### src/hdl/dac_cfg.svh
`ifndef DAC_CFG_SVH
`define DAC_CFG_SVH

// **************************************************
// sample path geometry
// **************************************************

// one word per JESD204B link core
`define DAC_NUM_CH		4
`define DAC_SAMPLE_W	16						// bits per DAC sample
`define DAC_SAMPLES		8						// samples per channel word

// **************************************************
// register bank
// **************************************************

`define DAC_REG_AW		4						// address bits
`define DAC_REG_DW		16						// data bits, one sample wide

// fixed content of the read-only id register
`define DAC_ID_VALUE	16'hDA04

`endif

### src/hdl/dac_data_pkg.sv
`default_nettype none

`include "dac_cfg.svh"

package dac_data_pkg;

	// **************************************************
	// sample path types
	// **************************************************

	typedef logic [`DAC_SAMPLE_W-1:0] dac_sample_t;

	// sample 0 sits in the low bits
	typedef dac_sample_t [`DAC_SAMPLES-1:0] dac_word_t;		// one channel, 128 bits

	typedef dac_word_t [`DAC_NUM_CH-1:0] dac_bus_t;			// all channels, 512 bits

	// **************************************************
	// link core status
	// **************************************************

	// status of the external JESD204B cores
	typedef struct packed {
		logic [`DAC_NUM_CH-1:0] tready;					// one per link core
		logic [`DAC_NUM_CH-1:0] sof_mf;					// core 0, one per lane
	} link_stat_t;

endpackage

`default_nettype wire

### src/hdl/dac_reg_pkg.sv
`default_nettype none

`include "dac_cfg.svh"

package dac_reg_pkg;

	// **************************************************
	// register map
	// **************************************************

	typedef enum logic [`DAC_REG_AW-1:0] {
		REG_PAT0 = 0,									// pattern sample 0
		REG_PAT1 = 1,
		REG_PAT2 = 2,
		REG_PAT3 = 3,
		REG_PAT4 = 4,
		REG_PAT5 = 5,
		REG_PAT6 = 6,
		REG_PAT7 = 7,									// pattern sample 7
		REG_CTRL = 8,									// bit 0 test select
		REG_ID   = 9									// read only
	} reg_addr_e;

	// **************************************************
	// strobe bus
	// **************************************************

	typedef struct packed {
		logic                   wr;
		logic                   rd;						// ignored while wr is high
		reg_addr_e              addr;
		logic [`DAC_REG_DW-1:0] wdata;
	} reg_req_t;

	typedef struct packed {
		logic                   rvalid;					// one cycle per read
		logic [`DAC_REG_DW-1:0] rdata;
	} reg_rsp_t;

endpackage

`default_nettype wire

### src/hdl/dac_capture_stage.sv
`timescale 1ns/1ps
`default_nettype none

// input boundary of the sample path, ahead of any selection or mapping
module dac_capture_stage
	import dac_data_pkg::*;
(
	input  wire logic w_glbclk1,
	input  wire logic rst_n,
	input  dac_bus_t  data_in,
	output dac_bus_t  data_out
);

	dac_bus_t data_q;

	// **************************************************
	// stage 1 register
	// **************************************************

	always_ff @(posedge w_glbclk1 or negedge rst_n) begin
		if (!rst_n)
			data_q <= '0;								// quiet link after reset
		else
			data_q <= data_in;							// all channels every edge
	end

	assign data_out = data_q;

endmodule

`default_nettype wire

### src/hdl/dac_lane_stage.sv
`timescale 1ns/1ps
`default_nettype none

`include "dac_cfg.svh"

module dac_lane_stage
	import dac_data_pkg::*;
(
	input  wire logic  w_glbclk1,
	input  wire logic  rst_n,
	input  dac_bus_t   data_in,
	input  link_stat_t link_stat,
	output dac_bus_t   tx_data,
	output logic       dac_ready,
	output logic       dac_lmfc
);

	localparam int OCTETS = (`DAC_SAMPLES * `DAC_SAMPLE_W) / 8;	// 16 per word

	dac_bus_t map_data;
	dac_bus_t tx_q;
	logic     ready_q;
	logic     lmfc_q;

	// octet k of the link word comes from octet OCTETS-1-k of the sample word
	function automatic dac_word_t octet_swap(input dac_word_t word);
		logic [OCTETS*8-1:0] flat_in;
		logic [OCTETS*8-1:0] flat_out;
		flat_in = word;									// bit view of the samples
		for (int k = 0; k < OCTETS; k++)
			flat_out[8*k +: 8] = flat_in[8*(OCTETS-1-k) +: 8];
		return flat_out;
	endfunction

	// **************************************************
	// octet mapping for the link cores
	// **************************************************

	always_comb begin
		for (int ch = 0; ch < `DAC_NUM_CH; ch++)
			map_data[ch] = octet_swap(data_in[ch]);
	end

	// **************************************************
	// stage 3 register and link status
	// **************************************************

	always_ff @(posedge w_glbclk1 or negedge rst_n) begin
		if (!rst_n) begin
			tx_q    <= '0;
			ready_q <= 1'b0;
			lmfc_q  <= 1'b0;
		end else begin
			tx_q    <= map_data;						// no back-pressure on tready
			ready_q <= &link_stat.tready;				// every core ready
			lmfc_q  <= |link_stat.sof_mf;				// any lane at multiframe start
		end
	end

	assign tx_data   = tx_q;
	assign dac_ready = ready_q;
	assign dac_lmfc  = lmfc_q;

endmodule

`default_nettype wire

### src/hdl/dac_pattern_stage.sv
`timescale 1ns/1ps
`default_nettype none

`include "dac_cfg.svh"

module dac_pattern_stage
	import dac_data_pkg::*;
(
	input  wire logic w_glbclk1,
	input  wire logic rst_n,
	input  dac_bus_t  data_in,
	input  wire logic test_sel,
	input  dac_word_t pattern,
	output dac_bus_t  data_out
);

	dac_bus_t sel_data;
	dac_bus_t data_q;

	// **************************************************
	// user data or test pattern
	// **************************************************

	// same pattern goes out on every channel in test mode
	always_comb begin
		for (int ch = 0; ch < `DAC_NUM_CH; ch++) begin
			if (test_sel)
				sel_data[ch] = pattern;
			else
				sel_data[ch] = data_in[ch];				// captured word
		end
	end

	// **************************************************
	// stage 2 register
	// **************************************************

	always_ff @(posedge w_glbclk1 or negedge rst_n) begin
		if (!rst_n)
			data_q <= '0;
		else
			data_q <= sel_data;
	end

	assign data_out = data_q;

endmodule

`default_nettype wire

### src/hdl/dac_reg_bank.sv
`timescale 1ns/1ps
`default_nettype none

`include "dac_cfg.svh"

module dac_reg_bank
	import dac_reg_pkg::*;
	import dac_data_pkg::*;
(
	input  wire logic w_glbclk1,
	input  wire logic rst_n,
	input  reg_req_t  reg_req,
	output reg_rsp_t  reg_rsp,
	output logic      test_sel,
	output dac_word_t pattern
);

	dac_word_t              pattern_q;					// REG_PAT0..7
	logic                   test_sel_q;					// REG_CTRL bit 0
	logic                   rsp_valid_q;
	logic [`DAC_REG_DW-1:0] rsp_data_q;
	logic [`DAC_REG_DW-1:0] rd_data;
	logic                   rd_hit;

	assign rd_hit = reg_req.rd & ~reg_req.wr;			// write wins a collision

	// **************************************************
	// write side
	// **************************************************

	always_ff @(posedge w_glbclk1 or negedge rst_n) begin
		if (!rst_n) begin
			pattern_q  <= '0;
			test_sel_q <= 1'b0;
		end else if (reg_req.wr) begin
			case (reg_req.addr)
				REG_PAT0, REG_PAT1, REG_PAT2, REG_PAT3,
				REG_PAT4, REG_PAT5, REG_PAT6, REG_PAT7: begin
					pattern_q[reg_req.addr[2:0]] <= reg_req.wdata;
				end
				REG_CTRL: test_sel_q <= reg_req.wdata[0];
				default: begin								// REG_ID and holes drop the write
				end
			endcase
		end
	end

	// **************************************************
	// read side
	// **************************************************

	always_comb begin
		case (reg_req.addr)
			REG_PAT0, REG_PAT1, REG_PAT2, REG_PAT3,
			REG_PAT4, REG_PAT5, REG_PAT6, REG_PAT7: begin
				rd_data = pattern_q[reg_req.addr[2:0]];
			end
			REG_CTRL: rd_data = {{(`DAC_REG_DW-1){1'b0}}, test_sel_q};
			REG_ID:   rd_data = `DAC_ID_VALUE;
			default:  rd_data = '0;						// unmapped
		endcase
	end

	always_ff @(posedge w_glbclk1 or negedge rst_n) begin
		if (!rst_n)
			rsp_valid_q <= 1'b0;
		else
			rsp_valid_q <= rd_hit;						// single pulse per strobe cycle
	end

	always_ff @(posedge w_glbclk1) begin
		if (rd_hit)
			rsp_data_q <= rd_data;
	end

	assign reg_rsp  = '{rvalid: rsp_valid_q, rdata: rsp_data_q};
	assign test_sel = test_sel_q;
	assign pattern  = pattern_q;

endmodule

`default_nettype wire

### src/hdl/dac_top.sv
`timescale 1ns/1ps
`default_nettype none

module dac_top
	import dac_data_pkg::*;
	import dac_reg_pkg::*;
(
	input  wire logic  w_glbclk1,
	input  wire logic  rst_n,
	input  dac_bus_t   dac_data_in,
	input  link_stat_t link_stat,
	input  reg_req_t   reg_req,
	output reg_rsp_t   reg_rsp,
	output dac_bus_t   tx_data,
	output logic       dac_ready,
	output logic       dac_lmfc
);

	logic      test_sel;								// from REG_CTRL
	dac_word_t pattern;
	dac_bus_t  cap_data;								// stage 1 out
	dac_bus_t  pat_data;								// stage 2 out

	// **************************************************
	// control registers
	// **************************************************

	dac_reg_bank u_reg_bank (
		.w_glbclk1 ( w_glbclk1 ),
		.rst_n     ( rst_n     ),
		.reg_req   ( reg_req   ),
		.reg_rsp   ( reg_rsp   ),
		.test_sel  ( test_sel  ),
		.pattern   ( pattern   )
	);

	// **************************************************
	// three stage sample path
	// **************************************************

	dac_capture_stage u_capture (
		.w_glbclk1 ( w_glbclk1   ),
		.rst_n     ( rst_n       ),
		.data_in   ( dac_data_in ),
		.data_out  ( cap_data    )
	);

	dac_pattern_stage u_pattern (
		.w_glbclk1 ( w_glbclk1 ),
		.rst_n     ( rst_n     ),
		.data_in   ( cap_data  ),
		.test_sel  ( test_sel  ),
		.pattern   ( pattern   ),
		.data_out  ( pat_data  )
	);

	dac_lane_stage u_lane (
		.w_glbclk1 ( w_glbclk1 ),
		.rst_n     ( rst_n     ),
		.data_in   ( pat_data  ),
		.link_stat ( link_stat ),
		.tx_data   ( tx_data   ),						// to the link cores
		.dac_ready ( dac_ready ),
		.dac_lmfc  ( dac_lmfc  )
	);

endmodule

`default_nettype wire

### config.mk
export PLATFORM = sky130hd
export DESIGN_NAME = dac_top
export DESIGN_NICKNAME = d
export VERILOG_FILES = /design/src/hdl/dac_data_pkg.sv /design/src/hdl/dac_reg_pkg.sv /design/src/hdl/dac_capture_stage.sv /design/src/hdl/dac_lane_stage.sv /design/src/hdl/dac_pattern_stage.sv /design/src/hdl/dac_reg_bank.sv /design/src/hdl/dac_top.sv
export VERILOG_INCLUDE_DIRS = /design/src /design/src/hdl
export SDC_FILE = /design/constraint.sdc
export NUM_CORES = 2
export LEC_CHECK = 0
export ABC_AREA = 1
export ABC_CLOCK_PERIOD_IN_PS = 1100
export BUFFER_PORTS_ARGS = -buffer_cell sky130_fd_sc_hd__buf_2
export CAP_MARGIN = 20
export CORE_AREA = 5 5 415 417
export DETAILED_ROUTE_END_ITERATION = 10
export DIE_AREA = 0 0 420 422
export PLACE_DENSITY = 0.5
export REMOVE_ABC_BUFFERS = 1
export SLEW_MARGIN = 20
export SYNTH_ARGS = -nofsm -noshare
export SYNTH_HDL_FRONTEND = slang
export SYNTH_HIERARCHICAL = 1
export SYNTH_SLANG_ARGS = --single-unit
export TNS_END_PERCENT = 100
### constraint.sdc
create_clock -name w_glbclk1 -period 1.1 [get_ports w_glbclk1]
set_clock_uncertainty 0.05 [all_clocks]
set_input_delay 0.055 -clock w_glbclk1 [delete_from_list [all_inputs] [get_ports w_glbclk1]]
set_output_delay 0.055 -clock w_glbclk1 [all_outputs]
set_load 0.01 [all_outputs]
Yosys cells after proc, flatten, opt, wreduce, memory -nomap -nowiden. Index checks and enable logic that the tools add are counted.

Order comparisons: 2. Equal/unequal tests: 9. Muxes and demuxes: 10. Bitwise gates (word level): 2. Reductions and logical operators: 7.

Operator list (number): $mux W128 (4); $bwmux W128 (1); $bmux W16 S3 (1); $demux W16 S3 (1); $pmux W16 S3 (1); $mux W16 (2); $eq A4 B3 Y1 const B (4); $eq A4 B2 Y1 const B (2); $eq A4 B4 Y1 const B (2); $reduce_or A8 Y1 (1); $eq A4 B1 Y1 const B (1); $logic_not A4 Y1 (1); $lt A3 B4 Y1 const B (1); $reduce_and A2 Y1 (2); $reduce_and A4 Y1 (1); $reduce_or A4 Y1 (1); $ge A3 B1 Y1 const B (1); $and A1 B1 Y1 (1); $logic_and A1 B1 Y1 (1); $not A1 Y1 (1).

Flip-flop bits (word level): 1684. Bits of input ports: 544. Output and inout port bits: 531. Word-level logic and storage cells: 139.

Logic depth before layout (Yosys ltp).
Depth after elaboration: 5. Depth in mapped cells: 10. Mapped depth without buffers: 8.

Cells and area by module. The synthesis kept the hierarchy.

Modules (own cells, without submodules): dac_pattern_stage (times used 1, cells each 1735, area an instance 17498.0 µm², seq. area each 12812.3 µm²); dac_lane_stage (times used 1, cells each 520, area an instance 12884.9 µm², seq. area each 12862.3 µm²); dac_capture_stage (times used 1, cells each 512, area an instance 12812.3 µm², seq. area each 12812.3 µm²); dac_reg_bank (times used 1, cells each 833, area an instance 6726.5 µm², seq. area each 3733.6 µm²).

Worst setup path before layout. Ideal clock, no wire load.

Kind: input to register. From: input port reg_req[20] (netlist name). To: register u_reg_bank.rsp_data_q[0], enable pin. Data arrival time: 0.801 ns. Required time: 0.660 ns. Slack: -0.141 ns. Cell stages on the path: 2. Path buffers: 0. Cells stage by stage: inv_1 nor2_1.

Longest elaborated chain between the ends: 1.

RTL lines: start: declaration (line dac_top.sv:12) `input reg_req_t reg_req,`; $and A1 B1 Y1 (line dac_reg_bank.sv:25) `assign rd_hit = reg_req.rd & ~reg_req.wr;`; via u_reg_bank.rd_hit (line dac_reg_bank.sv:23) `logic rd_hit;`; end signal: assignment (line dac_reg_bank.sv:73) `rsp_data_q <= rd_data;`; end: declaration (line dac_reg_bank.sv:21) `` logic [`DAC_REG_DW-1:0] rsp_data_q; ``.

The timed path passes the listed nets, and every way through them passes these cells. A chain may end at the register's enable or synchronous reset.

Worst setup path in the final report.
From: register u_reg_bank.rsp_data_q[15]. To: output port reg_rsp[15] (netlist name).

RTL lines: end: declaration (line dac_top.sv:13) `output reg_rsp_t reg_rsp,`.

No word-level cell between the ends.

==> results_dict.tcl <==
set metrics [dict create \
    drv_slew 0 \
    grt_max_degree 98 \
    grt_first_pass_wirelength_um 275000 \
    nets 6751 \
    wl_um 201000 \
    reg2reg_to "u_pattern/data_out[82]" \
    layout_setup_ws_ps -550 \
    cp-start-kind "register" \
    multi_input_area_sq_mm 0.00872 \
    track_usage 0.217 \
    tightestPinTransition_ps 534 \
    crit_chain "buf_6" \
    place_hpwl_um 140000 \
    p_leak_nw 41.6 \
    synthToLayoutAreaGrowth_pct 68.5 \
    die_x_um 420 \
    yosysWarnings 6 \
    clockBufferDepth 3 \
    pin_count 1075 \
    timing.rr.start "u_reg_bank/test_sel" \
    p_per_area_mw_per_mm2 2020 \
    fin_setup_tns_ps -752620 \
    antenna_left 0 \
    r2r_cells 6 \
    relSlewSlack 0.644 \
    num-fill-cells 14202 \
    peakVddDrop_uv 1630 \
    initial_core_util 0.297 \
    grt_antenna_before_repair 29 \
    synthCells 3600 \
    min_to "u_reg_bank/rsp_data_q[15]" \
    final_cell_mix "dfrtp_1 (1638), dlygate4sd3_1 (1070), nand2_1 (1067)" \
    root_buffer "clkbuf_16" \
    r2r_slack_ps -410 \
    clock_latency_ps 830 \
    place.gp.congestion 0.901 \
    cp-end-kind "output port" \
    drc 0 \
    final.period_utilization 1.50 \
    finalCriticalPeriod_ps 1650 \
    path_max_fanout 1 \
    ctsHtreeMaxLevel 4 \
    rsz0062_at_grt "true" \
    vias 36790 \
    status "complete, but fails checks" \
    grt_pass1_vias 38879 \
    synth.distinct_cells 23 \
    hold_viol 0 \
    cpPeakStageDelay_ps 510 \
    violations "setup timing" \
    fin_util 0.500 \
    synth.avg_cell_area_sq_um 13.9 \
    first_pass_iters 5 \
    ys_seq_elements 1684 \
    cts_tree "yes" \
    core-area_sq_mm 0.168 \
    timing.fmax_mhz 606 \
    syn_area_sq_mm 0.0499 \
    critPathTopFamily "flip-flops" \
    hold_depth 8 \
    critPathArrivalTime_ps 1540 \
    final_common_cell "dfrtp_1" \
    drive_gt1_frac 0.349 \
    required_ps 1000 \
    cap_violations 0 \
    clk_pin_slew_worst_paths_ps 60 \
    clkSinkCount 1684 \
    path_buf_inv 1 \
    die_h_um 422 \
    hold_class "in2reg" \
    routedWlPerCell_um 23.4 \
    numCtsBuffers 176 \
    cpMaxStageDelayCell "edfxtp_1" \
    dieArea_sq_mm 0.177 \
    ys_seq_area_frac 0.846 \
    fp-row-count 151 \
    final-seq-area_sq_mm 0.0423 \
    port_buffers 1074 \
    grt-ovfl-total 0 \
    worstSetupPathType "reg2out" \
    first_iter_violations 2435 \
    setup_viol 2644 \
    hold_start "reg_req[16]" \
    viasPerCell 4.28 \
]
[what timing repair did]
item / 4_1_cts / 5_1_grt
hold buffers: 1071 / 1
pin swaps: 2 / 14
endpoints found under the hold margin: 2343 / 80
buffers inserted: 8 / 19
gates resized for setup: 681 / 705
gates cloned: 10 / 47
endpoints found under the setup margin: 1052 / 2700
[cells in the mapped netlist (all sizes together)]
cell	n	area share
dfrtp	1668	0.84
nand2	1476	0.11
o21ai	129	0.013
buf	108	0.012
inv	103	0.0077
nand3	60	0.0063
nor2	17	0.0015
edfxtp	16	0.0096
a31oi	9	0.0011
clkbuf	9	0.00070
nor3	3	0.00098
and3	1	0.00013
nand4	1	0.00025
[flip-flops by register name (all words and copies together) (netlist names)]
register and count:
u_lane/dac_lmfc 1, u_reg_bank/pattern 128, u_capture/data_out 512, u_reg_bank/test_sel 1
u_reg_bank/rsp_valid_q 1, u_lane/dac_ready 1, u_pattern/data_out 512, u_lane/tx_data 512
u_reg_bank/rsp_data_q 16
[layout make-up]
| cell class | instances | share of cell area |
|---|---|---|
| sequential | 1684 | 0.502 |
| timing repair buffer | 2546 | 0.285 |
| multi-input combinational | 1696 | 0.104 |
| clock buffer | 254 | 0.0614 |
| tap | 2218 | 0.0330 |
| clock inverter | 69 | 0.00940 |
| inverter | 103 | 0.00474 |
| antenna | 20 | 0.000595 |
[power breakdown]
group | internal [mW] | switching (mW) | total [mW]
clock | 34.8 | 25.7 | 60.4
combinational | 16.5 | 17.0 | 33.5
sequential | 71.1 | 4.72 | 75.8
[stage by stage]
step / hold slack (ps) / power [mW] / setup slack [ps] / area (sq um) / instances
global placement: -154 / 97.5 / -401 / 61100 / 7097
floorplan: -291 / 81.1 / -5810 / 49300 / 3483
detailed placement: -155 / 97.7 / -409 / 61100 / 7097
global route: 17.2 / 177 / -617 / 84100 / 8589
finish: 13.6 / 170 / -550 / 84100 / 8590
CTS: -50.1 / 166 / -646 / 80500 / 8509
[routing by layer]
metal | part of all wire | GRT usage
met2 | 0.49 | 0.357
met4 | 0.050 | 0.0979
met3 | 0.057 | 0.0519
met5 | 0.000065 | 0
met1 | 0.40 | 0.271
[cell families after synthesis]
kind of cell,count (synthesis),synth area share
flip-flops,1684,0.846
AND/OR/NAND/NOR,1558,0.120
buffers and inverters,220,0.0200
AO/OA/AOI/OAI,138,0.0141
[worst max-delay path by stage]
stage                                         start                         to  cells after the start
final                     u_reg_bank/rsp_data_q[15]                reg_rsp[15]                      1
after global routing      u_reg_bank/rsp_data_q[11]                reg_rsp[11]                      1
after detailed placement                reg_req[16]   u_reg_bank/rsp_data_q[2]                      6
after CTS                  u_reg_bank/rsp_data_q[1]                 reg_rsp[1]                      1
after global placement                  reg_req[16]  u_reg_bank/rsp_data_q[14]                      6
after floorplan                 u_reg_bank/test_sel      u_pattern/data_out[0]                      3
No activity file was read; power rests on OpenSTA's default activity.
